--- src/logic/CacheTypes.sv ---
// Cache geometry, CPU request and response structs, CPU op and line command enums
package CacheTypes;

    localparam int WordWidth = 32;
    localparam int WordsPerLine = 4;
    localparam int LineWidth = WordWidth * WordsPerLine;
    localparam int IndexWidth = 4;
    localparam int LineCount = 2 ** IndexWidth;
    localparam int TagWidth = 4;
    localparam int LineAddrWidth = TagWidth + IndexWidth;
    localparam int OffsetWidth = $clog2(WordsPerLine);
    localparam int WordAddrWidth = LineAddrWidth + OffsetWidth;

    typedef logic [WordWidth-1:0] Word_t;
    typedef logic [LineWidth-1:0] Line_t;
    typedef logic [IndexWidth-1:0] Index_t;
    typedef logic [TagWidth-1:0] Tag_t;
    typedef logic [OffsetWidth-1:0] Offset_t;
    // Tag above index
    typedef logic [LineAddrWidth-1:0] LineAddr_t;
    typedef logic [WordAddrWidth-1:0] WordAddr_t;

    typedef enum logic [1:0] {
        CpuOp_Load,
        CpuOp_Store,
        CpuOp_Invalidate
    } CpuOp;

    typedef struct packed {
        CpuOp op;
        WordAddr_t addr;
        Word_t wdata;
    } CpuRequest;

    typedef struct packed {
        Word_t rdata;
    } CpuResponse;

    // Line-level commands served by the replacer
    typedef enum logic [1:0] {
        CacheCommand_WriteThrough,
        CacheCommand_Replace,
        CacheCommand_Invalidate
    } CacheCommand;

endpackage
--- src/logic/MemBusTypes.sv ---
// Memory bus request struct, memory size, latency and client count
package MemBusTypes;

    localparam int MemLines = 256;
    localparam int MemLatency = 3;
    localparam int ClientCount = 2;

    typedef logic [$clog2(MemLatency + 1)-1:0] LatencyCount_t;
    typedef logic [$clog2(ClientCount)-1:0] ClientIndex_t;

    // One line-wide transfer, write or read
    typedef struct packed {
        logic write;
        CacheTypes::LineAddr_t addr;
        CacheTypes::Line_t wdata;
    } MemRequest;

endpackage

--- src/logic/MemArbiter.sv ---
// Round-robin arbiter sharing one memory bus between the replacers
`timescale 1ns/1ps

module MemArbiter (
    input  logic clk,
    input  logic rst,
    input  logic [MemBusTypes::ClientCount-1:0] clientReq,
    input  MemBusTypes::MemRequest clientRequest [MemBusTypes::ClientCount],
    output logic [MemBusTypes::ClientCount-1:0] clientAck,
    output logic memReq,
    output MemBusTypes::MemRequest memRequest,
    input  logic memAck
);
    logic granted;
    MemBusTypes::ClientIndex_t grantIndex;
    MemBusTypes::ClientIndex_t lastServed;
    MemBusTypes::ClientIndex_t otherClient;

    assign otherClient = lastServed + 1'b1;

    always_comb begin
        memReq = granted && clientReq[grantIndex];
        memRequest = clientRequest[grantIndex];
        clientAck = '0;
        if (granted) begin
            clientAck[grantIndex] = memAck;
        end
    end

    always_ff @(posedge clk) begin
        if (rst) begin
            granted <= 1'b0;
            grantIndex <= '0;
            // Client 0 goes first after reset
            lastServed <= MemBusTypes::ClientIndex_t'(MemBusTypes::ClientCount - 1);
        end else if (!granted) begin
            if (clientReq[otherClient]) begin
                granted <= 1'b1;
                grantIndex <= otherClient;
            end else if (clientReq[lastServed]) begin
                granted <= 1'b1;
                grantIndex <= lastServed;
            end
        end else if (!clientReq[grantIndex] && !memAck) begin
            // Both handshake wires low, bus is free
            granted <= 1'b0;
            lastServed <= grantIndex;
        end
    end

endmodule

--- config.mk ---
export PLATFORM = sky130hd
export DESIGN_NAME = MemArbiter
export DESIGN_NICKNAME = d
export VERILOG_FILES = /design/src/logic/CacheTypes.sv /design/src/logic/MemBusTypes.sv /design/src/logic/MemArbiter.sv
export SDC_FILE = /design/constraint.sdc
export NUM_CORES = 1
export LEC_CHECK = 0
export ABC_CLOCK_PERIOD_IN_PS = 1730
export BUFFER_PORTS_ARGS = -buffer_cell sky130_fd_sc_hd__buf_2
export CORE_AREA = 10 10 156 158
export CTS_CLUSTER_SIZE = 20
export DETAILED_ROUTE_END_ITERATION = 8
export DIE_AREA = 0 0 166 168
export HOLD_SLACK_MARGIN = 0.06
export PLACE_DENSITY = 0.5
export SETUP_SLACK_MARGIN = 0.02
export SYNTH_ARGS = -nofsm -noshare
export SYNTH_HDL_FRONTEND = slang
export SYNTH_SLANG_ARGS = --single-unit
--- constraint.sdc ---
create_clock -name clk -period 1.73 [get_ports clk]
set_clock_uncertainty 0.05 [all_clocks]
set_input_delay 0.2595 -clock clk [delete_from_list [all_inputs] [get_ports clk]]
set_output_delay 0.2595 -clock clk [all_outputs]
set_load 0.02 [all_outputs]
Word-level counts from Yosys, hierarchy flattened. Index checks and enable logic that the tools add are counted. Widths: inputs -> output; s select.

Bits in registers: 3. Output and inout port bits: 140. Word-level logic and storage cells: 38.

Add/sub/neg operators: 1. Order comparisons: 5. Muxes and demuxes: 18. Bitwise operators: 3. Reduce and logical (&&, ||, !) cells: 8.

Operators by type and width (count): $mux 137 (3); $mux 1 (13); $lt 1x2->1 const B (3); $reduce_and 2->1 (2); $logic_and 1x1->1 (3); $and 2x2->2 (1); $ge 2x2->1 const B (1); $logic_not 1->1 (2); $mux 2 (1); $not 1->2 (1); $reduce_bool 2->1 (1); $add 1x1->1 const B (1); $demux 1 s1 (1); $ge 1x1->1 const B (1); $not 1->1 (1).

Logic depth before layout (Yosys ltp).
Depth after elaboration: 6. Mapped depth: 5. Depth with buffers taken out: 3.

Least setup slack after synthesis. Ideal clock, no wire load.

Path kind: register to output. Start point: reg grantIndex. End point: out memRequest[100] (netlist name). Arrival: 1.081 ns. Setup slack: 0.340 ns. Stages on the path, launching flop included: 5. Cells stage by stage: dfxtp_1 > buf_4 > buf_6 > buf_6 > mux2_2.

RTL lines: start: declaration (RTL line MemArbiter.sv:15) `MemBusTypes::ClientIndex_t grantIndex;`; start signal: assignment (RTL line MemArbiter.sv:39) `grantIndex <= otherClient;`; start signal: assignment (RTL line MemArbiter.sv:42) `grantIndex <= lastServed;`; end: declaration (RTL line MemArbiter.sv:11) `output MemBusTypes::MemRequest memRequest,`.

==> summary by stage <==
Synthesis
The dominant cell type by area after synthesis is sky130_fd_sc_hd__mux2_2. The dominant cell by count in the synthesized netlist is sky130_fd_sc_hd__mux2_2. The synthesized design contains 0 enable-type register cells.

The fraction of post-synthesis cell area in the top cell type by area is 83.8%. By area the synthesized netlist is led by sky130_fd_sc_hd__mux2_2 (84%), sky130_fd_sc_hd__buf_6 (5.5%), sky130_fd_sc_hd__dfxtp_1 (3.3%). Among all flip-flop cells after synthesis, the most frequent one is sky130_fd_sc_hd__dfxtp_1.

By count the netlist is led by sky130_fd_sc_hd__mux2_2 (137), sky130_fd_sc_hd__buf_6 (9), sky130_fd_sc_hd__buf_2 (6). In the synthesized netlist the async set-or-reset flop fraction comes to 0%. Of the synthesized area, sequential elements account for 3.26%. The net count after synthesis is approximately 450.

The number of different library cells in the post-synthesis netlist is 17. The post-synthesis instance total is about 170. The synthesized flop and latch total is 3.

The average cell area after synthesis is 10.6 µm². In this run the cell area of the synthesized design comes to 0.00184 mm². For this run, the number of Yosys warnings is 0.

GRT
The total congestion overflow is 0. Entering global routing, the biggest net connects 26 pins. The initial antenna violation count came to 0. The global-route usage over all layers is 9.53%. The number of global-route vias before repair is 3606. The first global-routing pass estimated between 20 and 25 mm of wire.

Final layout
The fraction of final layout cells with drive strength greater than 1 is between 90% and 100%. The antenna cell count is 0. After filler insertion, the fill cell instance count of the layout stands at about 2300. The final layout net count is roughly 880. The area overhead of the layout relative to synthesis is 170%. The area taken by flip-flops and latches is 63.8 µm².

The multi-input logic area is about 0.0018 mm². After routing the design area is 0.00498 mm².

Setup path
The most critical setup path has its endpoint at memRequest[0]. The critical path is of the reg2out type. For the worst setup path, the data arrival time is 1.45 ns. The maximum fanout encountered on the critical timing path is 13.

The number of buffers and inverters on the critical path is 3. The worst reg2reg path depth is 4. The critical path's largest stage delay is 0.37 ns.

The critical path goes through buf_12 -> buf_16 -> mux2_2 -> buf_2. The first element of the critical path is grantIndex. The sort of element at the start of the critical path is a flop. The end of the worst register-to-register path is granted. In this design, the largest share of critical-path delay is due to buffers and inverters. In this run the number of cells on the critical path is 4.

The slack of the worst reg-to-reg path is approximately 0.52 ns. STA puts the critical path data required time at 1.42 ns. On the critical path, the stage with the largest delay is an instance of sky130_fd_sc_hd__dfxtp_4.

In this run the critical register-to-register path is launched from grantIndex. The worst setup path is captured at an output port.

Run
Max-cap violations in this run came to 0.

Floorplanning
From bottom edge to top edge, the die measures 168 µm. In this run the count of I/O pins placed on the die edge is 419. Once the floorplan was initialized, standard cells occupied between 8 and 9% of the core. The core box area is between 0.02 and 0.025 mm². From left edge to right edge, the die measures about 170 µm.

The cell row count is 54. The die covers around 0.028 mm².

Place
Buffers placed on the I/O ports in this run total 418. After legalization and detailed placement, the total HPWL measured roughly 13 mm. The final weighted congestion in routability-driven placement is 0.906. The placed instances occupy a cell area of 0.00435 mm².

Detailed routing
The count of nets left with antenna violations once routing finished came out at 0. The post-detailed-routing wire length is 15.4 mm. Dividing the detail-routed wire length by the instance count gives about 18 µm.

The via total after detailed routing is 3141. The iteration-0 DRC count of the detailed router is 73. In the routed design, unresolved DRC markers number 0. The first-pass detailed-route iteration total is 4. After detailed routing, the number of vias per cell comes to 3.58.

Timing
The hold violation count in the final report is 0. The highest clock frequency the design can meet is 569 MHz. After layout, the worst path uses 102% of the clock period. Setup violations remaining at the end of the flow were counted as 12. The final critical path time including I/O delays and setup is 1.76 ns. Across all hold checks on the routed design, the worst slack comes to 0.170 ns. The worst slew margin relative to its limit is about 83%. After layout, the worst setup slack is -0.0284 ns. The total count of max-transition violations in the final report is 0. Setup repair after global routing could not meet its margin everywhere. The actual transition at the worst max-transition pin is approximately 0.26 ns.

Worst hold path
The worst hold path belongs to the class in2reg.

Clock tree
Buffers inserted during clock tree synthesis total 3. TritonCTS built the clock tree. Clock-pin slew was measured on the worst setup and hold paths at 0.03 ns. At the later pin of the worst-skew pair, clock insertion delay measures 0.22 ns.

The maximum clock insertion buffer count is 2. The clock net in this run drives a total of 3 sinks. Hold repair after CTS inserted 0 buffers. CTS built an H-tree with a depth of 1. CTS placed an instance of sky130_fd_sc_hd__clkbuf_16 at the clock tree root.

Pwr
Summing internal, switching and leakage power gives 2.13 mW. The leakage dissipation is 2.60 nW. The maximum vdd ir drop is about 0.00071 V.

For this design the ratio of total power to cell area is 428 mW/mm².

Run status
The checks that failed: setup timing. The flow ran to the end, but the final reports show violations.
## cells by family after synthesis
kind of cell           after synthesis  share of synthesized area, %
AOI/OAI and AO/OA                    6                          2.04
buffers and inverters               19                          8.16
muxes                              138                          84.4
DFF                                  3                          3.26
and+or+nand+nor                      8                          2.18
## layer usage
metal,track usage (%),wire [µm],share of wire [%],up-vias
li1,-,-,-,1507
met3,3.35,1370,8.9,8
met5,0,0,0,-
met1,10.8,5880,38,1433
met2,17.0,7990,52,193
met4,1.69,170,1.1,0
## timing repair
action                                  4_1_cts  5_1_grt
endpoints found under the hold margin         0        0
gates resized for setup                      63       79
cloned                                        1        2
buffers inserted                              2        0
endpoints found under the setup margin       83      119
## where the power goes
group	total [mW]	internal (mW)	switching [mW]	leakage, nW
logic	1.69	0.895	0.791	2.54
clock network	0.364	0.304	0.0599	0.0382
registers	0.0805	0.0741	0.00636	0.0255
## cells in the final DEF, fill, tap and decap left out, types with 2 or more instances in the layout
cell type and count:
sky130_fd_sc_hd__o21ai_0 2, sky130_fd_sc_hd__inv_1 3, sky130_fd_sc_hd__buf_4 10, sky130_fd_sc_hd__mux2_2 107, sky130_fd_sc_hd__nand2_1 2, sky130_fd_sc_hd__nor2_1 2, sky130_fd_sc_hd__dfxtp_1 2, sky130_fd_sc_hd__mux2_4 30
sky130_fd_sc_hd__buf_12 6, sky130_fd_sc_hd__buf_16 3, sky130_fd_sc_hd__buf_6 53, sky130_fd_sc_hd__a21oi_1 2, sky130_fd_sc_hd__clkbuf_16 4, sky130_fd_sc_hd__buf_2 363
## sequential cells by signal (all words and copies together), names as in the netlist
register	cells
grantIndex	1
granted	1
lastServed	1
## layout make-up
type                       instances  area share, %
multi-input combinational        152           35.3
timing repair buffer             436           54.6
sequential                         3           1.28
inverter                           3          0.226
clock buffer                       4           1.58
tap                              280           7.04
## how the worst min path moves through the flow
stage / from / to / slack [ns] / depth (start not counted)
floorplan: rst / grantIndex / 0.28 / 1
global placement: rst / grantIndex / 0.41 / 2
detailed placement: rst / grantIndex / 0.40 / 2
CTS: rst / grantIndex / 0.17 / 2
global route: rst / grantIndex / 0.18 / 2
finish: rst / grantIndex / 0.17 / 2
## metrics by stage
step	utilization (%)	cells	setup WS [ns]	setup TNS (ns)
2_1_floorplan	-	174	0.340	0
3_3_place_gp	20.3	869	0.165	0
3_5_place_dp	20.3	869	0.144	0
4_1_cts	21.8	876	-0.0341	-0.827
5_1_grt	23.2	878	-0.0646	-2.35
6_report	23.2	878	-0.0284	-0.0703
No activity file was read; power rests on OpenSTA's default activity.
