File: config.mk
export PLATFORM = sky130hd
export DESIGN_NAME = DCacheReplacer
export DESIGN_NICKNAME = d
export VERILOG_FILES = /design/src/logic/CacheTypes.sv /design/src/logic/MemBusTypes.sv /design/src/logic/DCacheReplacer.sv
export SDC_FILE = /design/constraint.sdc
export NUM_CORES = 1
export LEC_CHECK = 0
export BUFFER_PORTS_ARGS = -buffer_cell sky130_fd_sc_hd__buf_2
export CAP_MARGIN = 0
export CORE_AREA = 2 2 214 216
export CTS_BUF_LIST = sky130_fd_sc_hd__clkbuf_4 sky130_fd_sc_hd__clkbuf_8 sky130_fd_sc_hd__clkbuf_16
export DETAILED_ROUTE_END_ITERATION = 16
export DIE_AREA = 0 0 216 218
export PLACE_DENSITY = 0.39
export SLEW_MARGIN = 20
export SYNTH_ARGS = -nofsm -noshare
export SYNTH_HDL_FRONTEND = slang
export SYNTH_SLANG_ARGS = --single-unit
File: constraint.sdc
create_clock -name clk -period 10.23 [get_ports clk]
set_input_delay 1.023 -clock clk [delete_from_list [all_inputs] [get_ports clk]]
set_output_delay 1.023 -clock clk [all_outputs]
set_load 0.1 [all_outputs]
File: src/logic/CacheTypes.sv
// Cache geometry, CPU request and response structs, CPU op and line command enums
package CacheTypes;

    localparam int WordWidth = 32;
    localparam int WordsPerLine = 4;
    localparam int LineWidth = WordWidth * WordsPerLine;
    localparam int IndexWidth = 4;
    localparam int LineCount = 2 ** IndexWidth;
    localparam int TagWidth = 4;
    localparam int LineAddrWidth = TagWidth + IndexWidth;
    localparam int OffsetWidth = $clog2(WordsPerLine);
    localparam int WordAddrWidth = LineAddrWidth + OffsetWidth;

    typedef logic [WordWidth-1:0] Word_t;
    typedef logic [LineWidth-1:0] Line_t;
    typedef logic [IndexWidth-1:0] Index_t;
    typedef logic [TagWidth-1:0] Tag_t;
    typedef logic [OffsetWidth-1:0] Offset_t;
    // Tag above index
    typedef logic [LineAddrWidth-1:0] LineAddr_t;
    typedef logic [WordAddrWidth-1:0] WordAddr_t;

    typedef enum logic [1:0] {
        CpuOp_Load,
        CpuOp_Store,
        CpuOp_Invalidate
    } CpuOp;

    typedef struct packed {
        CpuOp op;
        WordAddr_t addr;
        Word_t wdata;
    } CpuRequest;

    typedef struct packed {
        Word_t rdata;
    } CpuResponse;

    // Line-level commands served by the replacer
    typedef enum logic [1:0] {
        CacheCommand_WriteThrough,
        CacheCommand_Replace,
        CacheCommand_Invalidate
    } CacheCommand;

endpackage
File: src/logic/MemBusTypes.sv
// Memory bus request struct, memory size, latency and client count
package MemBusTypes;

    localparam int MemLines = 256;
    localparam int MemLatency = 3;
    localparam int ClientCount = 2;

    typedef logic [$clog2(MemLatency + 1)-1:0] LatencyCount_t;
    typedef logic [$clog2(ClientCount)-1:0] ClientIndex_t;

    // One line-wide transfer, write or read
    typedef struct packed {
        logic write;
        CacheTypes::LineAddr_t addr;
        CacheTypes::Line_t wdata;
    } MemRequest;

endpackage

File: src/logic/DCacheReplacer.sv
// Line command engine moving lines between the cache array and main memory
`timescale 1ns/1ps

module DCacheReplacer (
    input  logic clk,
    input  logic rst,
    input  logic enable,
    input  CacheTypes::CacheCommand command,
    input  CacheTypes::LineAddr_t commandAddr,
    output logic done,
    output CacheTypes::Index_t arrayIndex,
    input  CacheTypes::Line_t arrayReadLine,
    output logic arrayWriteEnable,
    output logic arrayWriteValid,
    output CacheTypes::Tag_t arrayWriteTag,
    output CacheTypes::Line_t arrayWriteLine,
    output logic memReq,
    output MemBusTypes::MemRequest memRequest,
    input  logic memAck,
    input  CacheTypes::Line_t memRData
);
    typedef enum logic [2:0] {
        Idle,
        ReadCache,
        WriteMemory,
        InvalidateForReplace,
        ReadMemory,
        WriteCache,
        Invalidate
    } State_t;

    State_t state;
    State_t nextState;
    CacheTypes::Line_t lineBuffer;
    logic ackSeen;
    logic memPhase;
    logic memFinished;

    assign memPhase = (state == WriteMemory) || (state == ReadMemory);
    // Handshake over once ack has risen and fallen again
    assign memFinished = ackSeen && !memAck;

    always_comb begin
        arrayIndex = commandAddr[CacheTypes::IndexWidth-1:0];
        arrayWriteEnable = (state == InvalidateForReplace) || (state == WriteCache) ||
            (state == Invalidate);
        arrayWriteValid = (state == WriteCache);
        arrayWriteTag = commandAddr[CacheTypes::LineAddrWidth-1:CacheTypes::IndexWidth];
        arrayWriteLine = lineBuffer;

        memReq = memPhase && !ackSeen;
        memRequest.write = (state == WriteMemory);
        memRequest.addr = commandAddr;
        memRequest.wdata = lineBuffer;

        done = ((state == WriteMemory) && memFinished) || (state == WriteCache) ||
            (state == Invalidate);
    end

    always_comb begin
        nextState = state;
        case (state)
            Idle: begin
                if (enable) begin
                    case (command)
                        CacheTypes::CacheCommand_WriteThrough: nextState = ReadCache;
                        CacheTypes::CacheCommand_Replace: nextState = InvalidateForReplace;
                        CacheTypes::CacheCommand_Invalidate: nextState = Invalidate;
                        default: nextState = Idle;
                    endcase
                end
            end
            ReadCache: nextState = WriteMemory;
            WriteMemory: begin
                if (memFinished) begin
                    nextState = Idle;
                end
            end
            // Entry stays invalid while the fetch is outstanding
            InvalidateForReplace: nextState = ReadMemory;
            ReadMemory: begin
                if (memFinished) begin
                    nextState = WriteCache;
                end
            end
            default: nextState = Idle;
        endcase
    end

    always_ff @(posedge clk) begin
        if (rst) begin
            state <= Idle;
            ackSeen <= 1'b0;
        end else begin
            state <= nextState;
            if (memPhase && memAck && !ackSeen) begin
                ackSeen <= 1'b1;
            end else if (memFinished) begin
                ackSeen <= 1'b0;
            end
        end
    end

    always_ff @(posedge clk) begin
        if (state == ReadCache) begin
            lineBuffer <= arrayReadLine;
        end else if ((state == ReadMemory) && memAck && !ackSeen) begin
            lineBuffer <= memRData;
        end
    end

endmodule

[Yosys cells after proc, flatten, opt, wreduce, memory -nomap -nowiden]
Index checks and enable logic that the tools add are counted.
Cells by class
  equal/unequal tests: 11
  muxes and demuxes: 9
  reductions and logical operators: 19
Operators by type and width (count)
  $mux 128: 2
  $pmux 3 s5: 1
  $eq 3x3->1 const B: 3
  $mux 3: 3
  $pmux 3 s3: 1
  $logic_and 1x1->1: 7
  $eq 3x2->1 const B: 2
  $logic_or 1x1->1: 5
  $ne 2x2->1 const B: 2
  $reduce_bool 2->1: 2
  $eq 3x1->1 const B: 1
  $logic_not 3->1: 1
  $reduce_and 3->1: 1
  $eq 2x1->1 const B: 1
  $eq 2x2->1 const B: 1
  $logic_not 1->1: 2
  $logic_not 2->1: 1
  $mux 1: 2
  $ne 2x1->1 const B: 1
Storage, ports and cells
  flip-flop bits (word level): 132
  input port bits: 270
  output and inout port bits: 277
  word-level logic and storage cells: 42

[Longest topological paths before layout]
Gate-level depths: netlist (run 1).
  depth after elaboration: 5
  gate-level depth with buffers: 5

[Worst setup path before layout (run 1)]
OpenSTA, ideal clock, no wires.
  kind: input port to flip-flop
  from: in memAck
  to: reg lineBuffer[0] (netlist: arrayWriteLine[0]), enable pin
  data arrival time: 7.290 ns
  setup slack: 2.283 ns
  stages on the path: 2
  buffers on the path: 0
  cell sequence: nand3_1 -> a21oi_1
Between the ends
  word-level cells in the longest chain between the ends: 3
RTL lines
  start, declared: line DCacheReplacer.sv:19  | input logic memAck,
  $logic_and 1x1->1 (2 in a row): line DCacheReplacer.sv:107  | end else if ((state == ReadMemory) && memAck && !ackSeen) begin
  $reduce_bool 2->1 (no line)
  end signal, assigned: line DCacheReplacer.sv:106  | lineBuffer <= arrayReadLine;
  end signal, assigned: line DCacheReplacer.sv:108  | lineBuffer <= memRData;
  end, declared: line DCacheReplacer.sv:34  | CacheTypes::Line_t lineBuffer;
Every way passes these cells.
A chain may end at the register's enable or synchronous reset.

[Worst setup path in the final report (run 1)]
  from: reg state[0]
  to: reg lineBuffer[4] (netlist: arrayWriteLine[4]), data pin
Between the ends
  word-level cells in the longest chain between the ends: 2
RTL lines
  start, declared: line DCacheReplacer.sv:32  | State_t state;
  start signal, assigned: line DCacheReplacer.sv:92  | state <= Idle;
  start signal, assigned: line DCacheReplacer.sv:95  | state <= nextState;
  $eq 3x1->1: line DCacheReplacer.sv:105  | if (state == ReadCache) begin
  $mux 128: line DCacheReplacer.sv:105
Every way passes these cells.

==> results of run 1 <==
[final cells by class]
cell class,count,area (sq um)
Tap cell,600,750.7
Clock buffer,18,432.9
Sequential cell,132,3924
Fill cell,4843,34770
Clock inverter,14,185.2
Multi-Input combinational cell,164,2176
Inverter,2,7.507
Timing Repair Buffer,527,2650
[metrics by stage]
stage / setup WS (ps) / utilization, % / total power [mW] / cells / cell area (sq um)
after CTS: 6985 / 22.56 / 3.618 / 1457 / 10130
after global routing: 6849 / 22.56 / 3.677 / 1457 / 10130
after detailed placement: 6605 / 21.18 / 2.927 / 1425 / 9508
final: 7046 / 22.56 / 3.560 / 1457 / 10130
after floorplan: 2283 / - / 2.827 / 459 / 7460
after global placement: 6630 / 21.18 / 2.930 / 1425 / 9508
[critical path, cell delays in order, from the launching register on]
cell,delay [ps]
dfxtp_1,590
nand2b_1,220
nor2_4,450
buf_4,440
buf_4,770
mux2_4,360
[per-layer routing]
metal	global-route usage, %	vias up	wire length [um]	share of wire (%)
met5	0	-	0	0
met4	4.087	0	418	1.9
li1	-	2289	-	-
met1	10.34	2276	8918	40
met2	15.14	271	11110	50
met3	3.417	26	1697	7.7
[power by group]
| group | switching, mW | internal (mW) |
|---|---|---|
| Sequential | 0.0814 | 0.764 |
| Clock | 0.254 | 0.407 |
| Combinational | 1.72 | 0.328 |
[cell usage after synthesis, drive strengths merged]
master  count  area, sq um
nor3b       1        7.510
xnor2       1        8.760
inv         2        7.510
xor2        1        8.760
nor2b       1        6.260
o21bai      2        15.01
o22ai       1        6.260
nor2        6        30.03
ha          4        50.05
buf       161         1364
nor4bb      1        10.01
o31a        1        8.760
a21oi       2        10.01
edfxtp    128         3844
dfxtp       4        80.08
nand4b      1        8.760
mux2      128         1892
o21ai       1        5.000
nor3        1        5.000
nand2       2        7.510
nand3b      1        7.510
nand3       1        5.000
and3b       2        17.52
nand2b      3        18.77
o31ai       2        25.02
or4         1        11.26
[final timing paths]
path                                                     to  cells after the start                  start  slack [ps]
worst max register to register  arrayWriteLine[4]$_DFFE_PP_                      5  state[0]$_SDFFE_PP0P_        7050
worst min register to register        state[2]$_SDFFE_PP0P_                      3   ackSeen$_SDFFE_PP0P_         660
worst min-delay path                  state[2]$_SDFFE_PP0P_                      3   ackSeen$_SDFFE_PP0P_         660
worst max-delay path            arrayWriteLine[4]$_DFFE_PP_                      5  state[0]$_SDFFE_PP0P_        7050
[flip-flops by register name, summed over array words and instances (netlist names)]
register / count
ackSeen: 1
arrayWriteLine: 128
state: 3
[logic make-up (layout without fill, tap and decap cells)]
| group | Yosys count | in the layout |
|---|---|---|
| adders and majority gates | 4 | 4 |
| buffers and inverters | 163 | 561 |
| muxes | 128 | 128 |
| and+or+nand+nor | 21 | 21 |
| xor gates and xnor gates | 2 | 2 |
| DFF | 132 | 132 |
| AOI/OAI and AO/OA | 9 | 9 |
==> reports/metrics.csv, run 1 <==
stage,metric,value,unit
yosys,synthSimpleGateAreaFrac,1.811,%
yosys,synthAdderAreaFrac,0.6709,%
timing,clock.fmax,0.3141,GHz
yosys,netlist_instances,459,
global_routing,grt-ovfl-total,0,
critical_path,path_max_fanout,49,
global_routing,grt.total_usage,9.079,%
power_and_ir_drop,ir_drop,0.1643,mV
floorplanning,coreArea,44890,sq um
route,drtPass1Iterations,4,
floorplanning,start_util,16.62,%
clocking,clockRootBuffer,clkbuf_16,
route,vias,4862,
placement,dp_hpwl,17330,um
clocking,path_clk_slew,60,ps
route,drt_iter0_markers,189,
finish,layout_commonest_cell,buf_2,
global_routing,grt_max_degree,64,
global_routing,grt_pass1_wl,30180,um
job,max-cap-violations,0,
route,routed_wirelength,22150,um
floorplanning,die_area,47090,sq um
timing,finClkSkew,8.397,ps
yosys,ys_warn_count,0,
route,vias_per_cell,3.337,
yosys,synth_xor_xnor_area_share,0.2348,%
clocking,clk_path_buf_depth,2,
power_and_ir_drop,power_density,351.5,nW/um^2
route,drcViolationCount,0,
timing,rsz0062_at_grt,false,
floorplanning,floorplan.die.width,216,um
clocking,cts_buffers,17,
timing,worst_pin_slew,947.3,ps
critical_path,cp_data_arrival_time,3400,ps
timing,fin_crit_sh,31.12,%
clocking,h-tree-depth,4,
timing,finalMaxSlewViolations,0,
yosys,ys_seq_area_share,52.60,%
finish,fin_nets,1118,
critical_path,crit_type,reg -> reg,
clocking,cts_resized,0,
yosys,yosysUniqueCellTypes,32,
hold_path,min_path_type,reg -> reg,
timing,setup_viol,0,
floorplanning,dieHeight,218,um
placement,gp_congestion,0.7238,
floorplanning,pin_count,547,
finish,final_cell_mix,"buf_2 (522), edfxtp_1 (128), mux2_4 (120)",
clocking,cts_hold_buf,0,
timing,final.min_clock_period,3184,ps
yosys,synth_area,7460,sq um
clocking,post-cts-setup-buffers,0,
timing,max_slew_margin,36.85,%
global_routing,grt_pass1_vias,4740,
yosys,syn_nets,733,
finish,antenna_cells,0,
critical_path,worstPathRequired,10450,ps
yosys,syn_area_per_cell,16.25,sq um
finish,drive_above_1_share,80.40,%
yosys,muxShareOfSynthArea,25.36,%
yosys,synth_compound_area_share,0.9393,%
timing,finalHoldViolCount,0,
global_routing,antenna_found_initial,0,
outcome,status,completed,
finish,syn_to_final_growth,35.74,%
floorplanning,rows,78,
yosys,ys_ff_latch,132,
critical_path,crit_path_end_kind,flop,
timing,fin_hold_ws,660.0,ps
route,ant_nets,0,
critical_path,start_kind,flop,
power_and_ir_drop,p_leak,4.570,nW
clocking,clk_latency,470,ps
timing,tns,0,ps
route,routedWlPerCell,15.20,um
yosys,synth_top_family_by_area,multiplexers,
clocking,cts_sinks,132,
placement,port-buffer-count,522,
clocking,cts_tree,built,
Note: power is estimated with default switching activity, not from simulation.
==> inputs of run 2 (changes only) <==
CORE_AREA = 2 2 212 214   (was 2 2 214 216)
DIE_AREA = 0 0 214 216   (was 0 0 216 218)
PLACE_DENSITY = 0.41   (was 0.39)
clock period = 2.59 ns   (was 10.23 ns; I/O delays follow)
==> reports/metrics.csv, run 2 (synthesized netlist as in run 1, its figures left out) <==
stage,metric,value,unit,change
outcome,status,completed,,
global_routing,grt-ovfl-total,0,,unchanged
timing,setup_viol,0,,unchanged
finish,layout_commonest_cell,buf_2,,
finish,n_fill_cell,4683,,-3.3%
critical_path,path_max_fanout,11,,-78%
floorplanning,start_util,17.02,%,+0.40 points
floorplanning,die_area,46220,sq um,-1.8%
global_routing,antenna_found_initial,0,,unchanged
critical_path,crit_type,reg -> out,,
floorplanning,rows,77,,-1.3%
critical_path,worstReg2RegEnd,arrayWriteLine[113]$_DFFE_PP_,,
critical_path,start_kind,flop,,
critical_path,cp_data_arrival_time,1950,ps,-1450 ps
placement,placed_cells,1419,,-0.42%
clocking,cts_resized,0,,unchanged
hold_path,holdPathEnd,arrayWriteLine[70]$_DFFE_PP_,,
floorplanning,floorplan.die.width,214,um,-0.93%
route,routedWlPerCell,15.11,um,-0.57%
global_routing,grt_max_degree,67,,+4.7%
floorplanning,coreArea,43840,sq um,-2.4%
timing,finClkSkew,13.24,ps,+4.843 ps
route,drtPass1Iterations,4,,unchanged
finish,multi_input_area,2176,sq um,unchanged
power_and_ir_drop,total_power,14.41,mW,+300%
critical_path,worstPathRequired,2330,ps,-8120 ps
clocking,clk_path_buf_depth,2,,unchanged
global_routing,grt_busiest_layer,met2,,
route,routed_wirelength,21940,um,-0.91%
placement,placed_cell_area,9564,sq um,+0.59%
power_and_ir_drop,ir_drop,0.6936,mV,+320%
route,ant_nets,0,,unchanged
critical_path,startpoint,state[1]$_SDFFE_PP0P_,,
floorplanning,pin_count,547,,unchanged
clocking,cts_buffers,17,,unchanged
power_and_ir_drop,p_leak,4.637,nW,+1.5%
finish,final_cell_mix,"buf_2 (522), edfxtp_1 (128), mux2_4 (120)",,
placement,port-buffer-count,522,,unchanged
timing,finalMaxSlewViolations,0,,unchanged
finish,final_cells,1452,,-0.34%
timing,finalHoldViolCount,0,,unchanged
hold_path,min_path_type,in -> reg,,
finish,drive_above_1_share,80.58,%,+0.18 points
timing,worst_pin_slew,564.8,ps,-382.5 ps
clocking,h-tree-depth,4,,unchanged
route,vias_per_cell,3.346,,+0.28%
finish,antenna_cells,0,,unchanged
placement,gp_congestion,0.8003,,+11%
global_routing,grt_use_met2,14.99,%,-0.16 points
critical_path,crit_path_end_kind,output pin,,
timing,rsz0062_at_grt,false,,
finish,syn_to_final_growth,37.59,%,
critical_path,reg2reg_setup_slack,560,ps,-6490 ps
global_routing,grt_pass1_wl,30390,um,+0.69%
clocking,cts_sinks,132,,unchanged
timing,max_slew_margin,62.35,%,+26 points
timing,fin_ws,379.5,ps,-6667 ps
critical_path,worstReg2RegStart,state[2]$_SDFFE_PP0P_,,
route,drcViolationCount,0,,unchanged
clocking,clk_latency,450,ps,-20 ps
finish,largest_register_ff_count,128,,unchanged
clocking,path_clk_slew,70,ps,about the same
clocking,cts_tree,built,,
timing,tns,0,ps,unchanged
timing,final.min_clock_period,2210,ps,
timing,clock.fmax,0.4524,GHz,
global_routing,use_met1,10.44,%,+0.10 points
placement,dp_hpwl,17260,um,-0.43%
finish,postLayoutCellArea,10260,sq um,+1.4%
global_routing,grt.total_usage,9.131,%,+0.052 points
hold_path,hold_start,memRData[70],,
clocking,post-cts-setup-buffers,0,,unchanged
power_and_ir_drop,power_density,1404,nW/um^2,+300%
job,max-cap-violations,0,,unchanged
finish,seq_area,3925,sq um,about the same
route,drt_iter0_markers,216,,+14%
placement,dpl_worst_slack,567.9,ps,-6037 ps
critical_path,r2r_cells,4,,-1
global_routing,grt_pass1_vias,4758,,+0.38%
hold_path,hold_depth,2,,-1
route,vias,4859,,-0.062%
clocking,clockRootBuffer,clkbuf_16,,
timing,fin_crit_sh,85.35,%,
finish,fin_nets,1121,,+0.27%
floorplanning,dieHeight,216,um,-0.92%
global_routing,gr-usage-met3,3.693,%,+0.28 points
run 2: timing repair:
action | in CTS | in global routing
hold buffers | 1 | 0
setup endpoints to repair | 0 | 0
endpoints found under the hold margin | 2 | 0
run 2: cell type report:
cell class                      instances  share of cell area, %
Sequential cell                       132                  38.24
Inverter                                2                0.07314
Timing Repair Buffer                  530                  26.55
Tap cell                              592                  7.217
Clock buffer                           18                  4.218
Multi-Input combinational cell        164                  21.20
Clock inverter                         14                  2.499
run 2: critical path: stages, from the launching register on:
cell and delay (ps):
dfxtp_1 640, xnor2_1 210, nor3_1 180, buf_2 460
run 2: report_power, final:
group	switching, mW	total, mW	internal, mW
Sequential	0.311	3.32	3.01
Combinational	6.82	8.17	1.35
Clock	1.02	2.92	1.91
run 2: worst max-delay path by stage:
stage	to
6_report	memReq
5_1_grt	done
4_1_cts	memReq
3_5_place_dp	arrayWriteLine[113]$_DFFE_PP_
3_3_place_gp	arrayWriteLine[48]$_DFFE_PP_
2_1_floorplan	arrayWriteLine[0]$_DFFE_PP_
run 2: stage by stage:
step / hold slack (ps) / utilization (%)
after floorplan: 327.2 / -
after global placement: 505.8 / 21.82
after detailed placement: 510.9 / 21.82
after CTS: 48.27 / 23.41
after global routing: 59.19 / 23.41
final: 97.78 / 23.41
run 2: metal layers:
layer  vias up  share of wire, %
met4         0               2.0
met3        24               7.6
met1      2283                40
met2       259                51
li1       2293                 -
met5         -                 0
==> inputs of run 3 (changes only) <==
BUFFER_PORTS_ARGS = -buffer_cell sky130_fd_sc_hd__buf_4   (was -buffer_cell sky130_fd_sc_hd__buf_2)
CORE_AREA = 2 2 214 216   (was 2 2 212 214)
DIE_AREA = 0 0 216 218   (was 0 0 214 216)
PLACE_DENSITY = 0.39   (was 0.41)
clock period = 2.37 ns   (was 2.59 ns; I/O delays follow)
==> reports/metrics.csv, run 3 (synthesized netlist as in run 1, its figures left out) <==
stage,metric,value,unit,change
outcome,status,completed,,
clocking,clk_latency,470,ps,+20 ps
hold_path,min_path_type,in -> reg,,
route,drcViolationCount,0,,unchanged
timing,clock.fmax,0.4879,GHz,
critical_path,worstPathRequired,2130,ps,-200 ps
timing,setup_viol,0,,unchanged
finish,seq_area,3925,sq um,unchanged
global_routing,grt.total_usage,9.753,%,+0.62 points
clocking,clockRootBuffer,clkbuf_16,,
critical_path,cpPeakStageDelay,630,ps,about the same
route,vias_per_cell,3.328,,-0.55%
clocking,clk_path_buf_depth,2,,unchanged
finish,syn_to_final_growth,55.32,%,
global_routing,grt-ovfl-total,0,,unchanged
power_and_ir_drop,p_leak,5.087,nW,+9.7%
timing,fin_crit_sh,86.47,%,
timing,final.min_clock_period,2049,ps,
clocking,h-tree-depth,4,,unchanged
finish,antenna_cells,0,,unchanged
finish,multi_input_area,2176,sq um,unchanged
timing,max_slew_margin,66.73,%,+4.4 points
floorplanning,dieHeight,218,um,+0.93%
timing,rsz0062_at_grt,false,,
timing,finalMaxSlewViolations,0,,unchanged
critical_path,cp_data_arrival_time,1810,ps,-140 ps
critical_path,path_max_fanout,11,,unchanged
floorplanning,rows,78,,+1.3%
floorplanning,floorplan.die.width,216,um,+0.93%
route,ant_nets,0,,unchanged
route,vias,4889,,+0.62%
clocking,cts_tree,built,,
critical_path,slowest_stage,dfxtp_1,,
finish,drive_above_1_share,80.78,%,+0.20 points
route,routed_wirelength,23870,um,+8.8%
route,drt_iter0_markers,222,,+2.8%
floorplanning,start_util,16.62,%,-0.40 points
clocking,path_clk_slew,70,ps,about the same
global_routing,grt_pass1_vias,4859,,+2.1%
finish,fin_nets,1130,,+0.80%
timing,fin_hold_ws,63.62,ps,-34.16 ps
critical_path,start_kind,flop,,
floorplanning,die_area,47090,sq um,+1.9%
clocking,cts_sinks,132,,unchanged
power_and_ir_drop,power_density,1380,nW/um^2,-1.7%
finish,largest_register_ff_count,128,,unchanged
global_routing,antenna_found_initial,0,,unchanged
global_routing,grt_max_degree,48,,-28%
finish,layout_commonest_cell,buf_4,,
timing,worst_pin_slew,498.4,ps,-66.40 ps
placement,dp_hpwl,19100,um,+11%
finish,final_cell_mix,"buf_4 (529), edfxtp_1 (128), mux2_4 (120)",,
route,routedWlPerCell,16.25,um,+7.5%
clocking,cts_buffers,17,,unchanged
floorplanning,coreArea,44890,sq um,+2.4%
clocking,post-cts-setup-buffers,0,,unchanged
power_and_ir_drop,total_power,15.99,mW,+11%
global_routing,grt_pass1_wl,32220,um,+6.0%
placement,gp_congestion,0.7079,,-12%
timing,finalHoldViolCount,0,,unchanged
job,max-cap-violations,0,,unchanged
route,drtPass1Iterations,4,,unchanged
finish,n_fill_cell,4725,,+0.90%
critical_path,critPathTopFamily,flip-flops,,
critical_path,crit_path_end_kind,output pin,,
power_and_ir_drop,ir_drop,0.6864,mV,-1.0%
floorplanning,pin_count,547,,unchanged
critical_path,path_cells,"xnor2_1, nor3_1, buf_4",,
timing,finClkSkew,13.03,ps,-0.2113 ps
placement,port-buffer-count,522,,unchanged
critical_path,critPathBufInv,1,,unchanged
critical_path,crit_type,reg -> out,,
## run 3: timing repair
item	in CTS	in global routing
hold buffers	2	0
resized for setup	0	0
hold endpoints to repair	4	0
## run 3: path summary, 6_finish.rpt
path | end | start | cells after the start | slack (ps)
worst min-delay path | arrayWriteLine[18]$_DFFE_PP_ | arrayReadLine[18] | 2 | 60
worst max-delay path | memReq | state[1]$_SDFFE_PP0P_ | 3 | 320
worst max register to register | arrayWriteLine[114]$_DFFE_PP_ | state[2]$_SDFFE_PP0P_ | 5 | 440
worst min register to register | state[1]$_SDFFE_PP0P_ | state[2]$_SDFFE_PP0P_ | 1 | 650
## run 3: metrics by stage
step / TNS (ps) / util (%) / std cells / setup WS [ps] / instance area (sq um)
2_1_floorplan: -113300 / - / 459 / -881.0 / 7478
3_3_place_gp: 0 / 24.48 / 1435 / 437.9 / 10990
3_5_place_dp: 0 / 24.48 / 1435 / 435.9 / 10990
4_1_cts: 0 / 25.81 / 1469 / 256.2 / 11590
5_1_grt: 0 / 25.81 / 1469 / 148.0 / 11590
6_report: 0 / 25.81 / 1469 / 320.5 / 11590
## run 3: metal layers
layer  vias up  track usage (%)  part of all wire, %
met1      2298            10.78                   38
met2       258            16.48                   52
met3        20            3.626                  7.8
met5         -                0                    0
li1       2313                -                    -
met4         0            4.863                  2.0
## run 3: layout make-up
cell class	count	area share, %
inverters	2	0.06479
well taps	600	6.479
multi-input cells	164	18.78
clock inverters	13	1.166
repair buffers	539	35.83
flip-flops and latches	132	33.88
clock buffers	19	3.801
## run 3: worst register-to-register path, cell delays in order, from the launching register on
cell and delay [ps]:
dfxtp_1 410, nand2b_1 270, nor2_4 180, buf_12 200
buf_12 250, mux2_2 370
## run 3: where the power goes
| group | internal (mW) | switching (mW) |
|---|---|---|
| clock | 1.56 | 1.11 |
| sequential | 3.29 | 0.382 |
| combinational | 2.15 | 7.49 |
